==> src/psx_loader_pkg.sv <==
/* PSX loader shared definitions
   Widths, region bases, file indices and the types passed between the loader blocks */
`default_nettype none

package psx_loader_pkg;

	// ==============================
	// Widths
	// ==============================
	localparam int HALF_W       = 16;
	localparam int WORD_W       = 32;
	localparam int IOCTL_ADDR_W = 27;
	localparam int TRACK_ADDR_W = 9;
	localparam int DISC_SIZE_W  = 30;
	localparam int IMAGE_SIZE_W = 64;
	localparam int INDEX_W      = 8;
	// CD images may use any of the upper index bits
	localparam int CD_MATCH_W   = 6;

	typedef logic [HALF_W-1:0]       half_t;
	typedef logic [WORD_W-1:0]       word_t;
	typedef logic [IOCTL_ADDR_W-1:0] ioctl_addr_t;
	typedef logic [TRACK_ADDR_W-1:0] track_addr_t;
	typedef logic [DISC_SIZE_W-1:0]  disc_size_t;
	typedef logic [IMAGE_SIZE_W-1:0] image_size_t;

	// Main RAM regions, byte addresses
	localparam ioctl_addr_t BIOS_BASE = 27'd2097152;
	localparam ioctl_addr_t EXE_BASE  = 27'd4194304;

	// ==============================
	// Host file indices
	// ==============================
	localparam logic [INDEX_W-1:0] IDX_BIOS      = 8'd0;
	localparam logic [INDEX_W-1:0] IDX_EXE       = 8'd1;
	localparam logic [INDEX_W-1:0] IDX_CD        = 8'd2;
	localparam logic [INDEX_W-1:0] IDX_SBI       = 8'd250;
	localparam logic [INDEX_W-1:0] IDX_TRACKINFO = 8'd251;
	localparam logic [INDEX_W-1:0] IDX_CODE      = 8'd255;

	typedef enum logic [2:0] {
		DL_NONE,
		DL_BIOS,
		DL_EXE,
		DL_CD,
		DL_SBI,
		DL_TRACKINFO,
		DL_CODE
	} dl_kind_t;

	typedef enum logic [1:0] {
		PK_IDLE,
		PK_WAIT_ACK,
		PK_WAIT_RELEASE
	} pack_state_t;

	// ==============================
	// Bundles
	// ==============================
	typedef struct packed {
		logic                download;
		logic [INDEX_W-1:0]  index;
		ioctl_addr_t         addr;
		half_t               data;
		logic                wr;
	} ioctl_bus_t;

	typedef struct packed {
		ioctl_addr_t addr;
		word_t       data;
	} ram_write_t;

	typedef struct packed {
		word_t flags;
		word_t address;
		word_t compare;
		word_t replace;
	} cheat_code_t;

	typedef struct packed {
		logic        mounted;
		image_size_t size;
	} image_mount_t;

endpackage

`default_nettype wire

==> src/download_decoder.sv <==
/* Download decoder
   Registers the download kind from the host index and flags its start and end edges */
`timescale 1ns/1ps
`default_nettype none

module download_decoder import psx_loader_pkg::*; (
	input  logic       clk_1x,
	input  logic       reset,
	input  ioctl_bus_t ioctl,
	output dl_kind_t   kind,
	output logic       code_start,
	output logic       exe_end,
	output logic       cd_end,
	output logic       system_hold
);

	dl_kind_t kind_next;
	dl_kind_t kind_prev;

	// Index decode, exact match except for CD images
	always_comb begin
		kind_next = DL_NONE;
		if (ioctl.download) begin
			case (ioctl.index)
				IDX_BIOS:      kind_next = DL_BIOS;
				IDX_EXE:       kind_next = DL_EXE;
				IDX_SBI:       kind_next = DL_SBI;
				IDX_TRACKINFO: kind_next = DL_TRACKINFO;
				IDX_CODE:      kind_next = DL_CODE;
				default: begin
					if (ioctl.index[CD_MATCH_W-1:0] == IDX_CD[CD_MATCH_W-1:0]) begin
						kind_next = DL_CD;
					end
				end
			endcase
		end
	end

	always_ff @(posedge clk_1x) begin
		if (reset) begin
			kind       <= DL_NONE;
			kind_prev  <= DL_NONE;
			code_start <= 1'b0;
			exe_end    <= 1'b0;
			cd_end     <= 1'b0;
		end else begin
			kind       <= kind_next;
			kind_prev  <= kind;
			// Edges of the registered kind
			code_start <= (kind == DL_CODE) && (kind_prev != DL_CODE);
			exe_end    <= (kind_prev == DL_EXE) && (kind != DL_EXE);
			cd_end     <= (kind_prev == DL_CD) && (kind != DL_CD);
		end
	end

	// Console stays in reset while its memory image is replaced
	assign system_hold = (kind == DL_BIOS) || (kind == DL_EXE) || (kind == DL_CD);

endmodule

`default_nettype wire

==> src/ram_word_packer.sv <==
/* RAM word packer
   Joins host halfwords into words for main RAM over req/ack or for the track table */
`timescale 1ns/1ps
`default_nettype none

module ram_word_packer import psx_loader_pkg::*; (
	input  logic        clk_1x,
	input  logic        reset,
	input  ioctl_bus_t  ioctl,
	input  dl_kind_t    kind,
	output logic        ram_req,
	input  logic        ram_ack,
	output ram_write_t  ram_wr,
	output logic        ioctl_wait,
	output logic        trackinfo_write,
	output track_addr_t trackinfo_addr,
	output word_t       trackinfo_data
);

	pack_state_t state;
	half_t       lo_half;
	ioctl_addr_t addr_q;
	word_t       word_q;
	logic        ram_kind;
	logic        load_kind;
	logic        take_low;
	logic        take_high;

	// Region base for the address of the low halfword
	function automatic ioctl_addr_t region_base(input dl_kind_t k);
		case (k)
			DL_BIOS: return BIOS_BASE;
			DL_EXE:  return EXE_BASE;
			default: return '0;
		endcase
	endfunction

	assign ram_kind  = (kind == DL_BIOS) || (kind == DL_EXE);
	assign load_kind = ram_kind || (kind == DL_TRACKINFO);

	// Host only writes while not stalled, so new halves arrive in idle
	assign take_low  = load_kind && ioctl.wr && !ioctl.addr[1] && (state == PK_IDLE);
	assign take_high = load_kind && ioctl.wr && ioctl.addr[1] && (state == PK_IDLE);

	// ==============================
	// Word assembly
	// ==============================
	always_ff @(posedge clk_1x) begin
		if (take_low) begin
			lo_half <= ioctl.data;
			addr_q  <= ioctl.addr + region_base(kind);
		end
		if (take_high) begin
			word_q <= {ioctl.data, lo_half};
		end
	end

	// ==============================
	// Four-phase handshake
	// ==============================
	always_ff @(posedge clk_1x) begin
		if (reset) begin
			state           <= PK_IDLE;
			ram_req         <= 1'b0;
			ioctl_wait      <= 1'b0;
			trackinfo_write <= 1'b0;
		end else begin
			trackinfo_write <= 1'b0;
			case (state)
				PK_IDLE: begin
					if (take_high) begin
						if (ram_kind) begin
							ram_req    <= 1'b1;
							ioctl_wait <= 1'b1;
							state      <= PK_WAIT_ACK;
						end else begin
							// Track table takes the word in one cycle
							trackinfo_write <= 1'b1;
						end
					end
				end
				PK_WAIT_ACK: begin
					if (ram_ack) begin
						ram_req <= 1'b0;
						state   <= PK_WAIT_RELEASE;
					end
				end
				PK_WAIT_RELEASE: begin
					// Host resumes once the responder has let go
					if (!ram_ack) begin
						ioctl_wait <= 1'b0;
						state      <= PK_IDLE;
					end
				end
				default: state <= PK_IDLE;
			endcase
		end
	end

	// Both write paths share the assembled word and address
	assign ram_wr         = '{addr: addr_q, data: word_q};
	assign trackinfo_addr = addr_q[TRACK_ADDR_W+1:2];
	assign trackinfo_data = word_q;

endmodule

`default_nettype wire

==> src/cheat_code_assembler.sv <==
/* Cheat code assembler
   Collects eight halfwords of a code download into one 128-bit cheat code */
`timescale 1ns/1ps
`default_nettype none

module cheat_code_assembler import psx_loader_pkg::*; (
	input  logic        clk_1x,
	input  logic        reset,
	input  ioctl_bus_t  ioctl,
	input  dl_kind_t    kind,
	input  logic        code_start,
	output cheat_code_t cheat_code,
	output logic        cheat_valid,
	output logic        cheat_clear
);

	logic code_wr;

	assign code_wr = (kind == DL_CODE) && ioctl.wr;

	// Halfword placement by offset within the 16-byte code
	always_ff @(posedge clk_1x) begin
		if (code_wr) begin
			case (ioctl.addr[3:0])
				4'd0:  cheat_code.flags[15:0]    <= ioctl.data;
				4'd2:  cheat_code.flags[31:16]   <= ioctl.data;
				4'd4:  cheat_code.address[15:0]  <= ioctl.data;
				4'd6:  cheat_code.address[31:16] <= ioctl.data;
				4'd8:  cheat_code.compare[15:0]  <= ioctl.data;
				4'd10: cheat_code.compare[31:16] <= ioctl.data;
				4'd12: cheat_code.replace[15:0]  <= ioctl.data;
				4'd14: cheat_code.replace[31:16] <= ioctl.data;
				default: ;
			endcase
		end
	end

	always_ff @(posedge clk_1x) begin
		if (reset) begin
			cheat_valid <= 1'b0;
			cheat_clear <= 1'b0;
		end else begin
			// Old cheat list is dropped when a new code file starts
			cheat_clear <= code_start;
			// Top replace half is the last of the group
			cheat_valid <= code_wr && (ioctl.addr[3:0] == 4'd14);
		end
	end

endmodule

`default_nettype wire

==> src/disc_tracker.sv <==
/* Disc tracker
   Keeps disc presence and size from CD downloads or image mounts, and the libcrypt key */
`timescale 1ns/1ps
`default_nettype none

module disc_tracker import psx_loader_pkg::*; (
	input  logic         clk_1x,
	input  logic         reset,
	input  ioctl_bus_t   ioctl,
	input  dl_kind_t     kind,
	input  logic         cd_end,
	input  image_mount_t image,
	output logic         has_cd,
	output logic         new_cd,
	output disc_size_t   cd_size,
	output half_t        libcrypt_key
);

	logic mount_nonzero;

	assign mount_nonzero = image.mounted && (image.size != '0);

	// ==============================
	// Disc presence
	// ==============================
	always_ff @(posedge clk_1x) begin
		if (reset) begin
			has_cd <= 1'b0;
			new_cd <= 1'b0;
		end else begin
			new_cd <= 1'b0;
			if (cd_end) begin
				has_cd <= 1'b1;
			end
			// A mount overrides a finished download in the same cycle
			if (image.mounted) begin
				has_cd <= mount_nonzero;
				new_cd <= mount_nonzero;
			end
		end
	end

	// ==============================
	// Size and key
	// ==============================
	always_ff @(posedge clk_1x) begin
		if (mount_nonzero) begin
			cd_size <= image.size[DISC_SIZE_W-1:0];
		end else if (cd_end) begin
			// Last download address equals the image length
			cd_size <= disc_size_t'(ioctl.addr);
		end
		if ((kind == DL_SBI) && ioctl.wr) begin
			libcrypt_key <= ioctl.data;
		end
	end

endmodule

`default_nettype wire

==> src/psx_loader_top.sv <==
/* PSX loader top level
   Download decode, RAM and track-info loading, cheat codes and disc state */
`timescale 1ns/1ps
`default_nettype none

module psx_loader_top import psx_loader_pkg::*; (
	input  logic         clk_1x,
	input  logic         reset,
	input  ioctl_bus_t   ioctl,
	input  image_mount_t image,
	input  logic         ram_ack,
	output logic         ram_req,
	output logic         ioctl_wait,
	output ram_write_t   ram_wr,
	output logic         trackinfo_write,
	output track_addr_t  trackinfo_addr,
	output word_t        trackinfo_data,
	output cheat_code_t  cheat_code,
	output logic         cheat_valid,
	output logic         cheat_clear,
	output logic         load_exe,
	output logic         has_cd,
	output logic         new_cd,
	output disc_size_t   cd_size,
	output half_t        libcrypt_key,
	output logic         system_hold
);

	dl_kind_t kind;
	logic     code_start;
	logic     exe_end;
	logic     cd_end;

	download_decoder download_decoder_inst (
		.clk_1x, .reset, .ioctl, .kind, .code_start, .exe_end, .cd_end, .system_hold
	);

	ram_word_packer ram_word_packer_inst (
		.clk_1x, .reset, .ioctl, .kind,
		.ram_req, .ram_ack, .ram_wr, .ioctl_wait,
		.trackinfo_write, .trackinfo_addr, .trackinfo_data
	);

	cheat_code_assembler cheat_code_assembler_inst (
		.clk_1x, .reset, .ioctl, .kind, .code_start,
		.cheat_code, .cheat_valid, .cheat_clear
	);

	disc_tracker disc_tracker_inst (
		.clk_1x, .reset, .ioctl, .kind, .cd_end, .image,
		.has_cd, .new_cd, .cd_size, .libcrypt_key
	);

	// EXE start request, one cycle after the download ends
	always_ff @(posedge clk_1x) begin
		if (reset) begin
			load_exe <= 1'b0;
		end else begin
			load_exe <= exe_end;
		end
	end

endmodule

`default_nettype wire

==> config.mk <==
export PLATFORM = sky130hd
export DESIGN_NAME = psx_loader_top
export DESIGN_NICKNAME = d
export VERILOG_FILES = /design/src/psx_loader_pkg.sv /design/src/download_decoder.sv /design/src/ram_word_packer.sv /design/src/cheat_code_assembler.sv /design/src/disc_tracker.sv /design/src/psx_loader_top.sv
export SDC_FILE = /design/constraint.sdc
export NUM_CORES = 1
export LEC_CHECK = 0
export ABC_CLOCK_PERIOD_IN_PS = 11200
export BUFFER_PORTS_ARGS = -buffer_cell sky130_fd_sc_hd__buf_2
export CAP_MARGIN = 20
export CELL_PAD_IN_SITES_DETAIL_PLACEMENT = 0
export CELL_PAD_IN_SITES_GLOBAL_PLACEMENT = 1
export CORE_ASPECT_RATIO = 1.1
export CORE_MARGIN = 4
export CORE_UTILIZATION = 30
export CTS_CLUSTER_DIAMETER = 150
export CTS_CLUSTER_SIZE = 28
export DETAILED_ROUTE_END_ITERATION = 8
export MAX_ROUTING_LAYER = met4
export PLACE_DENSITY_LB_ADDON = 0.1
export RECOVER_POWER = 100
export REMOVE_ABC_BUFFERS = 1
export SKIP_LAST_GASP = 1
export SLEW_MARGIN = 20
export SYNTH_ARGS = -nofsm -noshare
export SYNTH_HDL_FRONTEND = slang
export SYNTH_HIERARCHICAL = 1
export SYNTH_SLANG_ARGS = --single-unit
==> constraint.sdc <==
create_clock -name clk_1x -period 11.2 [get_ports clk_1x]
set_input_delay 1.12 -clock clk_1x [delete_from_list [all_inputs] [get_ports clk_1x]]
set_output_delay 1.12 -clock clk_1x [all_outputs]
set_load 0.1 [all_outputs]
Word-level counts from Yosys, hierarchy flattened
Cells that the tools add are included. W data, S select, Z words.

Shift-type cells: 0. Order comparisons: 0. Reductions and logical operators: 38. $add $sub $neg: 1. Mux-type cells: 20. Divide/modulo/power cells: 0. Bitwise operators: 4. Eq/ne operators: 29. Multipliers: 0.

Operators by type and width (number): $reduce_bool A64 Y1 (1); $mux W30 (2); $pmux W23 S2 (1); $add A27 B27 Y27 (1); $mux W27 (1); $eq A8 B8 Y1 const B (3); $eq A4 B4 Y1 const B (4); $reduce_and A2 Y1 (8); $pmux W3 S5 (1); $eq A3 B2 Y1 const B (4); $logic_and A1 B1 Y1 (12); $reduce_and A4 Y1 (3); $mux W2 (5); $eq A3 B3 Y1 const B (3); $eq A4 B3 Y1 const B (2); $eq A8 B1 Y1 const B (1); $logic_not A8 Y1 (1); $reduce_bool A2 Y1 (4); $mux W1 (7); $eq A6 B2 Y1 const B (1); $ne A3 B2 Y1 const B (2); $pmux W2 S3 (1); $eq A4 B2 Y1 const B (1); $logic_not A4 Y1 (1); 13 further kinds (22).

Bits in latches: 0. Memories: 0. Output and inout port bits: 283. Memory bits (writable): 0. Bits of input ports: 121. Register bits after elaboration: 268. Logic and storage cells: 119. Bits in read-only memories: 0.

Logic depth before layout (Yosys ltp)
Gate-level depths: netlist of the first run.

Word-level depth: 8. Gate-level depth with buffers: 7. Depth with buffers taken out: 7.

Modules after synthesis
Netlist of the first run, hierarchy kept.

By module, submodules not included: cheat_code_assembler (times used 1, sequential area each 3883.7 um2, cells each 146, area each 3995.1 um2); ram_word_packer (times used 1, sequential area each 2352.3 um2, cells each 160, area each 2932.8 um2); disc_tracker (times used 1, sequential area each 1421.4 um2, cells each 111, area each 1965.6 um2); download_decoder (times used 1, sequential area each 180.2 um2, cells each 36, area each 362.8 um2); psx_loader_top (times used 1, sequential area each 20.0 um2, cells each 2, area each 33.8 um2).

Worst setup path after synthesis of the first run
Ideal clock, no wire load.

Kind: in2reg. Start: in ioctl[0] (netlist bit). End: reg ram_word_packer_inst.addr_q[0] (enable). Buffers on the path: 0. Required time: 10.703 ns. Setup time: 0.497 ns. Slack: 6.251 ns. Cell stages on the path: 2. Data arrival time: 4.452 ns. Cells stage by stage: or3b_4 nor3_1.

Word-level cells in the longest chain between the ends: 3.

RTL lines: start: declaration (line psx_loader_top.sv:9) `input ioctl_bus_t ioctl,`; $logic_and A1 B1 Y1 (3 in a row) (line ram_word_packer.sv:42) `assign take_low = load_kind && ioctl.wr && !ioctl.addr[1] && (state == PK_IDLE);`; via ram_word_packer_inst.take_low (line ram_word_packer.sv:26) `logic take_low;`; end signal: assignment (line ram_word_packer.sv:51) `addr_q <= ioctl.addr + region_base(kind);`; end: declaration (line ram_word_packer.sv:22) `ioctl_addr_t addr_q;`.

The timed path passes the listed nets, and every way through them passes these cells. A chain may end at the register's enable or synchronous reset.

Worst setup path after layout of the first run
Start: in image[12] (netlist bit). End: reg disc_tracker_inst.cd_size[8] (enable).

Word-level cells in the longest chain between the ends: 3.

RTL lines: start: declaration (line psx_loader_top.sv:10) `input image_mount_t image,`; $reduce_bool A64 Y1 (line disc_tracker.sv:21) `assign mount_nonzero = image.mounted && (image.size != '0);`; $logic_and A1 B1 Y1 (line disc_tracker.sv:21); $reduce_bool A2 Y1 (no source line); end signal: assignment (line disc_tracker.sv:48) `cd_size <= image.size[DISC_SIZE_W-1:0];`; end signal: assignment (line disc_tracker.sv:51) `cd_size <= disc_size_t'(ioctl.addr);`; end: declaration (line disc_tracker.sv:15) `output disc_size_t cd_size,`.

No other way between the ends.

==> run metrics, run 1 <==
outcome finished with violations; failing checks capacitance limit, slew limit; Layout fillers 3059; FF-to-FF path depth 5; initial antenna violation count 0; most frequent cells in the layout clkbuf_1, edfxtp_1, buf_2; reg2reg start download_decoder_inst/kind[1]; FMAX 219 MHz; cell family with most CP delay buffers and inverters; Worst VDD drop 85.4 uV; GRT met2 Usage between 20% and 30%; Lkg Pwr roughly 3.7 nW; Hold Fails Final Rpt 0; Die W 176 um; Final GP Congestion 0.871; RSZ-0062 raised after global routing false; PnR worst setup slack 6630 ps; root buffer cell clkbuf_16; Final Net Count between 900 and 1000; hold path start ram_word_packer_inst/lo_half[1]; hold bufs inserted after CTS 0; Clock Latency Late Sink about 480 ps; Setup WS pre-CTS approximately 7500 ps; Syn Std Cell Area 9290 um^2; cell mode on critical path clkbuf_1; Total GRT Usage between 10% and 20%; Seq/Total Area, Yosys 84.6%; core area 30500 um^2; synth warn 6; Crit path depth 7; number of synthesized flops with an enable pin 249; first-pass GRT wire length 37600 um; CP arrival 4560 ps; startpoint types input port; drt pass-1 iters 5; largest net degree at the start of global routing 37; setup_tns 0 ps; grt met1 use 17.6%; maximum clock path buffer count 3; layer with the highest usage met2; CP max FO 33; post_cts resized 0; DP HPWL 19800 um; maxcap violations 6; Syn Area/Cell between 20 and 25 um^2; DRC errors left 0; Cell Chain, Critical Path clkbuf_1 -> nor4_1 -> nand4_1 -> o41ai_4 -> clkbuf_1 -> nand2b_1 -> clkbuf_1; IO Port Bufs 403; clock slew at reported path FFs 110 ps; register bit total from synthesis 268; Mapped Cells 455; Clock Skew 12.9 ps; Worst Hold Class flip-flop to flip-flop; Die ar. 33900 um^2; setup bufs post-CTS 0; critical path startpoint image[12]; CTS tree built; PD cells 155 nW/um^2; num rows 67; grt met3 use under 10%; Post-DRT Antenna Nets 0; clk sink count 268; CP endpoint kind flip-flop; library cells used by synthesis 43; Die Span Y about 190 um; residual overflow from global routing 0; Post-DP Area 11600 um^2; Hold WS 427 ps; total power draw 1.78 mW; cts bufs inserted 13; vias in the first global route 5828; Slew HR -64.7%; final period utilization 40.8%; Initial Util 30.4%; Finish-stage setup viols 0; Detailed Route WL around 27000 um; layout cells sized above 1 15.3%; via count 5469; H-tree levels 1; Slew Viols, Final 152; drt via density 4.33; ys async rst share 0%; cell area after layout 11500 um^2; fin crit period 4570 ps; actual slew at the worst max-slew pin 2470 ps; CP bufs+invs 3; CP max stage delay 1310 ps; ant diodes 0; WL/cell 21.3 um; Area Overhead vs Synth 23.7%; Worst Hold Path Cells 0; most common flop cell mapped by yosys edfxtp_1; CP max-delay cell clkbuf_1; drt initial violations about 250; CP Class input port to flip-flop; Ports 404; worst endpoint required time 11190 ps; most common cell after layout, fill and taps aside clkbuf_1
synth_stat cells, drive strengths merged, types with 2 or more instances:
master | count | share of area (%)
nand4 | 6 | 0.47
nand3b | 3 | 0.24
nor4 | 18 | 1.3
edfxtp | 249 | 80
ha | 2 | 0.27
nor3 | 11 | 0.59
o21ai | 2 | 0.15
nor2 | 11 | 0.44
nor3b | 5 | 0.40
dfxtp | 19 | 4.1
xnor2 | 5 | 0.47
or3b | 3 | 0.31
o41ai | 2 | 0.39
a21oi | 3 | 0.16
nand2b | 4 | 0.27
inv | 10 | 0.40
nor2b | 8 | 0.65
nand2 | 9 | 0.36
buf | 44 | 3.7
mux2 | 27 | 3.3
final timing paths:
check	to	slack, ps
setup / recovery	disc_tracker_inst/cd_size[8]	6630
hold reg to reg	ram_word_packer_inst/trackinfo_data[1]	430
setup reg to reg	ram_word_packer_inst/lo_half[11]	7150
hold / removal	ram_word_packer_inst/trackinfo_data[1]	430
sequential cells by signal (all words and copies together), names as in the netlist, 2 cells and up:
register                              cells
ram_word_packer_inst/addr_q              27
ram_word_packer_inst/lo_half             16
ram_word_packer_inst/state                2
disc_tracker_inst/libcrypt_key           16
disc_tracker_inst/cd_size                30
download_decoder_inst/kind                3
cheat_code_assembler_inst/cheat_code    128
ram_word_packer_inst/trackinfo_data      32
download_decoder_inst/kind_prev           3
final cells by class:
| class | count | area [um^2] | share of cell area (%) |
|---|---|---|---|
| sequential | 268 | 7860 | 68.4 |
| inverter | 10 | 37.5 | 0.327 |
| clock buffer | 20 | 352 | 3.06 |
| timing repair buffer | 416 | 1670 | 14.5 |
| clock inverter | 1 | 16.3 | 0.142 |
| tap | 414 | 518 | 4.51 |
| multi-input combinational | 133 | 1040 | 9.04 |
cells by family (layout without fill, tap and decap cells):
| logic type | count (synthesis) | count (layout) | synth area share [%] |
|---|---|---|---|
| adders and majority gates | 3 | 3 | 0.485 |
| buffers and inverters | 54 | 447 | 4.08 |
| and+or+nand+nor | 84 | 84 | 5.75 |
| xor gates and xnor gates | 6 | 6 | 0.566 |
| AOI/OAI and AO/OA | 13 | 13 | 1.27 |
| muxes | 27 | 27 | 3.27 |
| DFF | 268 | 268 | 84.6 |
routing by layer:
metal | part of all wire, % | routed length [um]
met5 | 0 | 0
met3 | 10 | 2750
met2 | 50 | 13400
met4 | 1.7 | 463
met1 | 38 | 10300
power by group:
group	internal, mW	total [mW]	switching (mW)
combinational	0.0280	0.148	0.120
clock	0.223	0.521	0.298
sequential	1.10	1.11	0.00386
total	1.35	1.78	0.421
metrics by stage:
| step | cells | utilization [%] |
|---|---|---|
| after floorplan | 411 | - |
| after global placement | 1241 | 38.1 |
| after detailed placement | 1241 | 38.1 |
| after CTS | 1262 | 39.3 |
| after global routing | 1262 | 37.6 |
| final | 1262 | 37.6 |
No activity file was read; power rests on OpenSTA's default activity.
==> run 2: changes to the inputs <==
--- a/config.mk
+++ b/config.mk
@@ -5,7 +5,7 @@
 export SDC_FILE = /design/constraint.sdc
 export NUM_CORES = 1
 export LEC_CHECK = 0
-export ABC_CLOCK_PERIOD_IN_PS = 11200
+export ABC_CLOCK_PERIOD_IN_PS = 4200
 export BUFFER_PORTS_ARGS = -buffer_cell sky130_fd_sc_hd__buf_2
 export CAP_MARGIN = 20
 export CELL_PAD_IN_SITES_DETAIL_PLACEMENT = 0
==> constraint.sdc (replaced) <==
create_clock -name clk_1x -period 4.2 [get_ports clk_1x]
set_input_delay 0.42 -clock clk_1x [delete_from_list [all_inputs] [get_ports clk_1x]]
set_output_delay 0.42 -clock clk_1x [all_outputs]
set_load 0.1 [all_outputs]
==> run metrics, run 2 (same netlist as run 1, synthesis figures left out) <==
drt via density 4.31 (-0.63%); root buffer cell clkbuf_16; Cell Count, Final, Fillers Out 1260 (-0.16%); Multi-input gate area 1030 um^2 (-0.36%); Clock Skew 30.3 ps (+17.4 ps); IO Port Bufs 403 (unchanged); largest net degree at the start of global routing 37 (unchanged); most frequent cells in the layout clkbuf_1, edfxtp_1, buf_2; Detailed Route WL 27000 um (+0.27%); DP HPWL 19900 um (+0.37%); layout cells sized above 1 16.4% (+1.1 points); drt initial violations 185 (-26%); RSZ-0062 raised after global routing false; initial antenna violation count 0 (unchanged); final period utilization 73.8%; clock slew at reported path FFs 110 ps (about the same); CP max FO 32 (-3.0%); num rows 67 (unchanged); Die ar. 33900 um^2 (unchanged); Total GRT Usage 15.4% (-0.051 points); most common cell after layout, fill and taps aside clkbuf_1; FF-to-FF path depth 5 (unchanged); ant diodes 0 (unchanged); hold endpoint ram_word_packer_inst/addr_q[20]; PnR worst setup slack 1100 ps (-5530 ps); outcome finished with violations; Worst VDD drop 193 uV (+130%); setup_tns 0 ps (unchanged); hold bufs inserted after CTS 0 (unchanged); vias in the first global route 5834 (+0.10%); Slew HR -49.6% (+15 points); CTS tree built; max reg flops 128 (unchanged); failing checks capacitance limit, slew limit; Clock Latency Late Sink 490 ps (about the same); cts bufs inserted 13 (unchanged); Slew Viols, Final 73 (-52%); Worst Hold Class input port to flip-flop; H-tree levels 1 (unchanged); CP max stage delay 1600 ps (+290 ps); Placed Cells incl. Taps 1241 (unchanged); Lkg Pwr 3.72 nW (+0.57%); Area Overhead vs Synth 23.9%; startpoint types flip-flop; Final GP Congestion 0.865 (-0.69%); CP arrival 3150 ps (-1410 ps); register area 7860 um^2 (unchanged); CP Class flip-flop to flip-flop; drt pass-1 iters 4 (-1); reg2reg start download_decoder_inst/kind[1]; via count 5426 (-0.79%); CP endpoint kind flip-flop; Post-DRT Antenna Nets 0 (unchanged); Setup WS pre-CTS 1270 ps (-6210 ps); core area 30500 um^2 (unchanged); FMAX about 320 MHz; maximum clock path buffer count 3 (unchanged); worst endpoint required time 4250 ps (-6940 ps); R2R setup slack 1100 ps (-6050 ps); setup bufs post-CTS 0 (unchanged); maxcap violations 3 (-3); post_cts resized 0 (unchanged); Ports 404 (unchanged); Initial Util 30.4% (unchanged); CP max-delay cell clkbuf_1; Hold Fails Final Rpt 0 (unchanged); R2R Path End ram_word_packer_inst/trackinfo_data[25]; Layout fillers 3110 (+1.7%); actual slew at the worst max-slew pin 2240 ps (-226 ps); DRC errors left 0 (unchanged); Final Net Count 966 (unchanged); Finish-stage setup viols 0 (unchanged); critical path startpoint download_decoder_inst/kind[1]; Die Span Y 193 um (unchanged); Cell Chain, Critical Path nand2_1 -> inv_1 -> nor2_1 -> nor3b_2 -> clkbuf_1; hold path start ioctl[37]; first-pass GRT wire length 37300 um (-0.73%); clk sink count 268 (unchanged); WL/cell 21.4 um (+0.43%); Die W 176 um (unchanged); residual overflow from global routing 0 (unchanged); PD cells 411 nW/um^2 (+170%); Worst Hold Path Cells 1 (+1); fin crit period 3100 ps
-- run 2: cell type report --
type,count,area share [%]
Clock buffer,17,2.96
Clock inverter,2,0.217
Inverter,10,0.326
Multi-Input combinational cell,133,8.99
Sequential cell,268,68.3
Tap cell,414,4.50
Timing Repair Buffer,416,14.8
-- run 2: worst max path at each step --
stage                                                          end  slack, ps
after floorplan                     ram_word_packer_inst/addr_q[0]        -50
after global placement               disc_tracker_inst/cd_size[14]       1290
after detailed placement             disc_tracker_inst/cd_size[16]       1270
after CTS                 cheat_code_assembler_inst/cheat_code[81]       1720
after global routing       ram_word_packer_inst/trackinfo_data[16]        830
final                      ram_word_packer_inst/trackinfo_data[25]       1100
-- run 2: routing by layer --
| metal | share of wire [%] | vias up | global-route usage (%) | wire length (um) |
|---|---|---|---|---|
| met4 | 1.7 | 0 | 3.30 | 450 |
| met3 | 10 | 28 | 5.09 | 2790 |
| met1 | 38 | 2610 | 17.2 | 10400 |
| li1 | - | 2489 | - | - |
| met2 | 50 | 299 | 27.1 | 13400 |
| met5 | 0 | - | - | 0 |
-- run 2: through the flow --
step,utilization [%],hold WS (ps),cell area (um^2),total power [mW]
after floorplan,-,400,8950,3.28
after global placement,38.2,401,11600,3.42
after detailed placement,38.2,405,11600,3.43
after CTS,39.4,68.7,12000,4.81
after global routing,37.7,71.4,11500,4.92
final,37.7,103,11500,4.73
-- run 2: worst max-delay path: cells and delay by family (launching register included) --
family / cells / cell delay [ps]
buffers and inverters: 2 / 1710
flip-flops: 1 / 530
AND/OR/NAND/NOR: 3 / 390
-- run 2: report_power, final --
| part | internal [mW] | switching, mW | leakage [nW] |
|---|---|---|---|
| clock | 0.589 | 0.793 | 0.176 |
| sequential | 2.94 | 0.0102 | 2.41 |
| combinational | 0.0747 | 0.321 | 1.13 |
==> run 3: changes to the inputs <==
--- a/config.mk
+++ b/config.mk
@@ -5,7 +5,7 @@
 export SDC_FILE = /design/constraint.sdc
 export NUM_CORES = 1
 export LEC_CHECK = 0
-export ABC_CLOCK_PERIOD_IN_PS = 4200
+export ABC_CLOCK_PERIOD_IN_PS = 2700
 export BUFFER_PORTS_ARGS = -buffer_cell sky130_fd_sc_hd__buf_2
 export CAP_MARGIN = 20
 export CELL_PAD_IN_SITES_DETAIL_PLACEMENT = 0
==> constraint.sdc (replaced) <==
create_clock -name clk_1x -period 2.7 [get_ports clk_1x]
set_input_delay 0.27 -clock clk_1x [delete_from_list [all_inputs] [get_ports clk_1x]]
set_output_delay 0.27 -clock clk_1x [all_outputs]
set_load 0.1 [all_outputs]
==> run metrics, run 3 (same netlist as run 1, synthesis figures left out) <==
outcome completed; reg2reg start download_decoder_inst/kind[1]; RSZ-0062 raised after global routing false; Worst Hold Class input port to flip-flop; WL/cell 21.2 um (-0.94%); clk sink count 268 (unchanged); DRC errors left 0 (unchanged); Final GP Congestion 0.845 (-2.3%); residual overflow from global routing 0 (unchanged); CP max FO 36 (+13%); register area 7860 um^2 (unchanged); largest net degree at the start of global routing 37 (unchanged); Slew HR 15.3% (+65 points); cts bufs inserted 13 (unchanged); Placed Cells incl. Taps 1247 (+0.48%); vias in the first global route 5925 (+1.6%); ant diodes 0 (unchanged); maximum clock path buffer count 3 (unchanged); via count 5527 (+1.9%); IO Port Bufs 403 (unchanged); Detailed Route WL 27200 um (+1.0%); Die W 176 um (unchanged); layout cells sized above 1 16.3% (-0.13 points); drt pass-1 iters 4 (unchanged); most common cell after layout, fill and taps aside clkbuf_1; actual slew at the worst max-slew pin 1280 ps (-967 ps); startpoint types flip-flop; CP Class flip-flop to flip-flop; FMAX 429 MHz (+33%); root buffer cell clkbuf_16; Final Net Count 991 (+2.6%); Die Span Y 193 um (unchanged); Clock Latency Late Sink 500 ps (about the same); Slew Viols, Final 0 (-100%); Die ar. 33900 um^2 (unchanged); Clock Skew 27.5 ps (-2.75 ps); Cell Count, Final, Fillers Out 1285 (+2.0%); DP HPWL 19800 um (-0.58%); Multi-input gate area 1010 um^2 (-1.9%); worst setup path end ram_word_packer_inst/lo_half[7]; Hold WS 48.7 ps (-53.9 ps); most frequent cells in the layout clkbuf_1, edfxtp_1, buf_2; Worst VDD drop 318 uV (+65%); initial antenna violation count 0 (unchanged); drt via density 4.30 (-0.12%); worst endpoint required time 2830 ps (-1420 ps); clock slew at reported path FFs 100 ps (about the same); Ports 404 (unchanged); Hold Fails Final Rpt 0 (unchanged); CP endpoint kind flip-flop; post_cts resized 0 (unchanged); final period utilization 86.3% (+12 points); maxcap violations 0 (-3); Layout fillers 3070 (-1.3%); first-pass GRT wire length 38000 um (+1.7%); max reg flops 128 (unchanged); CTS tree built; Post-DRT Antenna Nets 0 (unchanged); PD cells 632 nW/um^2 (+54%); num rows 67 (unchanged); core area 30500 um^2 (unchanged); CP arrival 2460 ps (-690 ps); fin crit period 2330 ps (-770 ps); Finish-stage setup viols 0 (unchanged); drt initial violations 202 (+9.2%); R2R setup slack 370 ps (-730 ps); H-tree levels 1 (unchanged); Area Overhead vs Synth 26.2%; setup_tns 0 ps (unchanged); R2R Path End ram_word_packer_inst/lo_half[7]; Lkg Pwr 3.83 nW (+3.1%); critical path startpoint download_decoder_inst/kind[1]; FF-to-FF path depth 6 (+1); Initial Util 30.4% (unchanged); Total GRT Usage 15.6% (+0.22 points)
## run 3: changes by cell type in the layout (fill, tap and decap cells not counted), moves of 2 or more
cell	delta
buf_2	-2
buf_4	-2
clkbuf_2	+8
dlygate4sd3_1	+19
## run 3: worst max-delay path: stages (launching register included)
cell and delay, ps:
dfxtp_1 360, clkbuf_1 380, nand2_1 150, inv_1 110, nor2_1 60, nor3_1 260, clkbuf_4 610
## run 3: area by class of cell
class	instances	share of cell area, %
clock buffers	17	2.90
clock inverters	2	0.213
inverters	10	0.320
multi-input cells	133	8.66
flip-flops and latches	268	67.0
well taps	414	4.42
repair buffers	441	16.5
## run 3: metrics by stage
stage | utilization (%) | total power, mW | instance area [um^2] | setup slack [ps]
floorplan | - | 5.10 | 8950 | -1510
global placement | 38.4 | 5.33 | 11700 | 158
detailed placement | 38.4 | 5.34 | 11700 | 150
CTS | 40.2 | 7.54 | 12300 | 539
global route | 38.4 | 7.69 | 11700 | 216
finish | 38.4 | 7.41 | 11700 | 370
## run 3: how the worst min path moves through the flow
stage                                          from                                      to  cells after the start
floorplan                                     reset                                load_exe                      1
global placement    ram_word_packer_inst/lo_half[1]  ram_word_packer_inst/trackinfo_data[1]                      0
detailed placement  ram_word_packer_inst/lo_half[1]  ram_word_packer_inst/trackinfo_data[1]                      0
CTS                                       ioctl[21]          ram_word_packer_inst/addr_q[4]                      1
global route                              ioctl[44]           download_decoder_inst/kind[1]                      3
finish                                    ioctl[44]           download_decoder_inst/kind[1]                      3
## run 3: per-layer routing
| metal | vias to the layer above | part of all wire (%) | track usage, % |
|---|---|---|---|
| met5 | - | 0 | - |
| met4 | 0 | 1.8 | 3.51 |
| met1 | 2655 | 38 | 17.4 |
| li1 | 2534 | - | - |
| met3 | 29 | 10 | 5.21 |
| met2 | 309 | 50 | 27.5 |
## run 3: what timing repair did
| item | in CTS | in global routing |
|---|---|---|
| endpoints found under the hold margin | 18 | 1 |
| buffers inserted | 0 | 0 |
| hold buffers | 18 | 1 |
## run 3: power by group
group	internal (mW)	leakage, nW	switching [mW]
Combinational	0.135	1.24	0.503
Clock	0.916	0.176	1.26
Sequential	4.58	2.41	0.0171
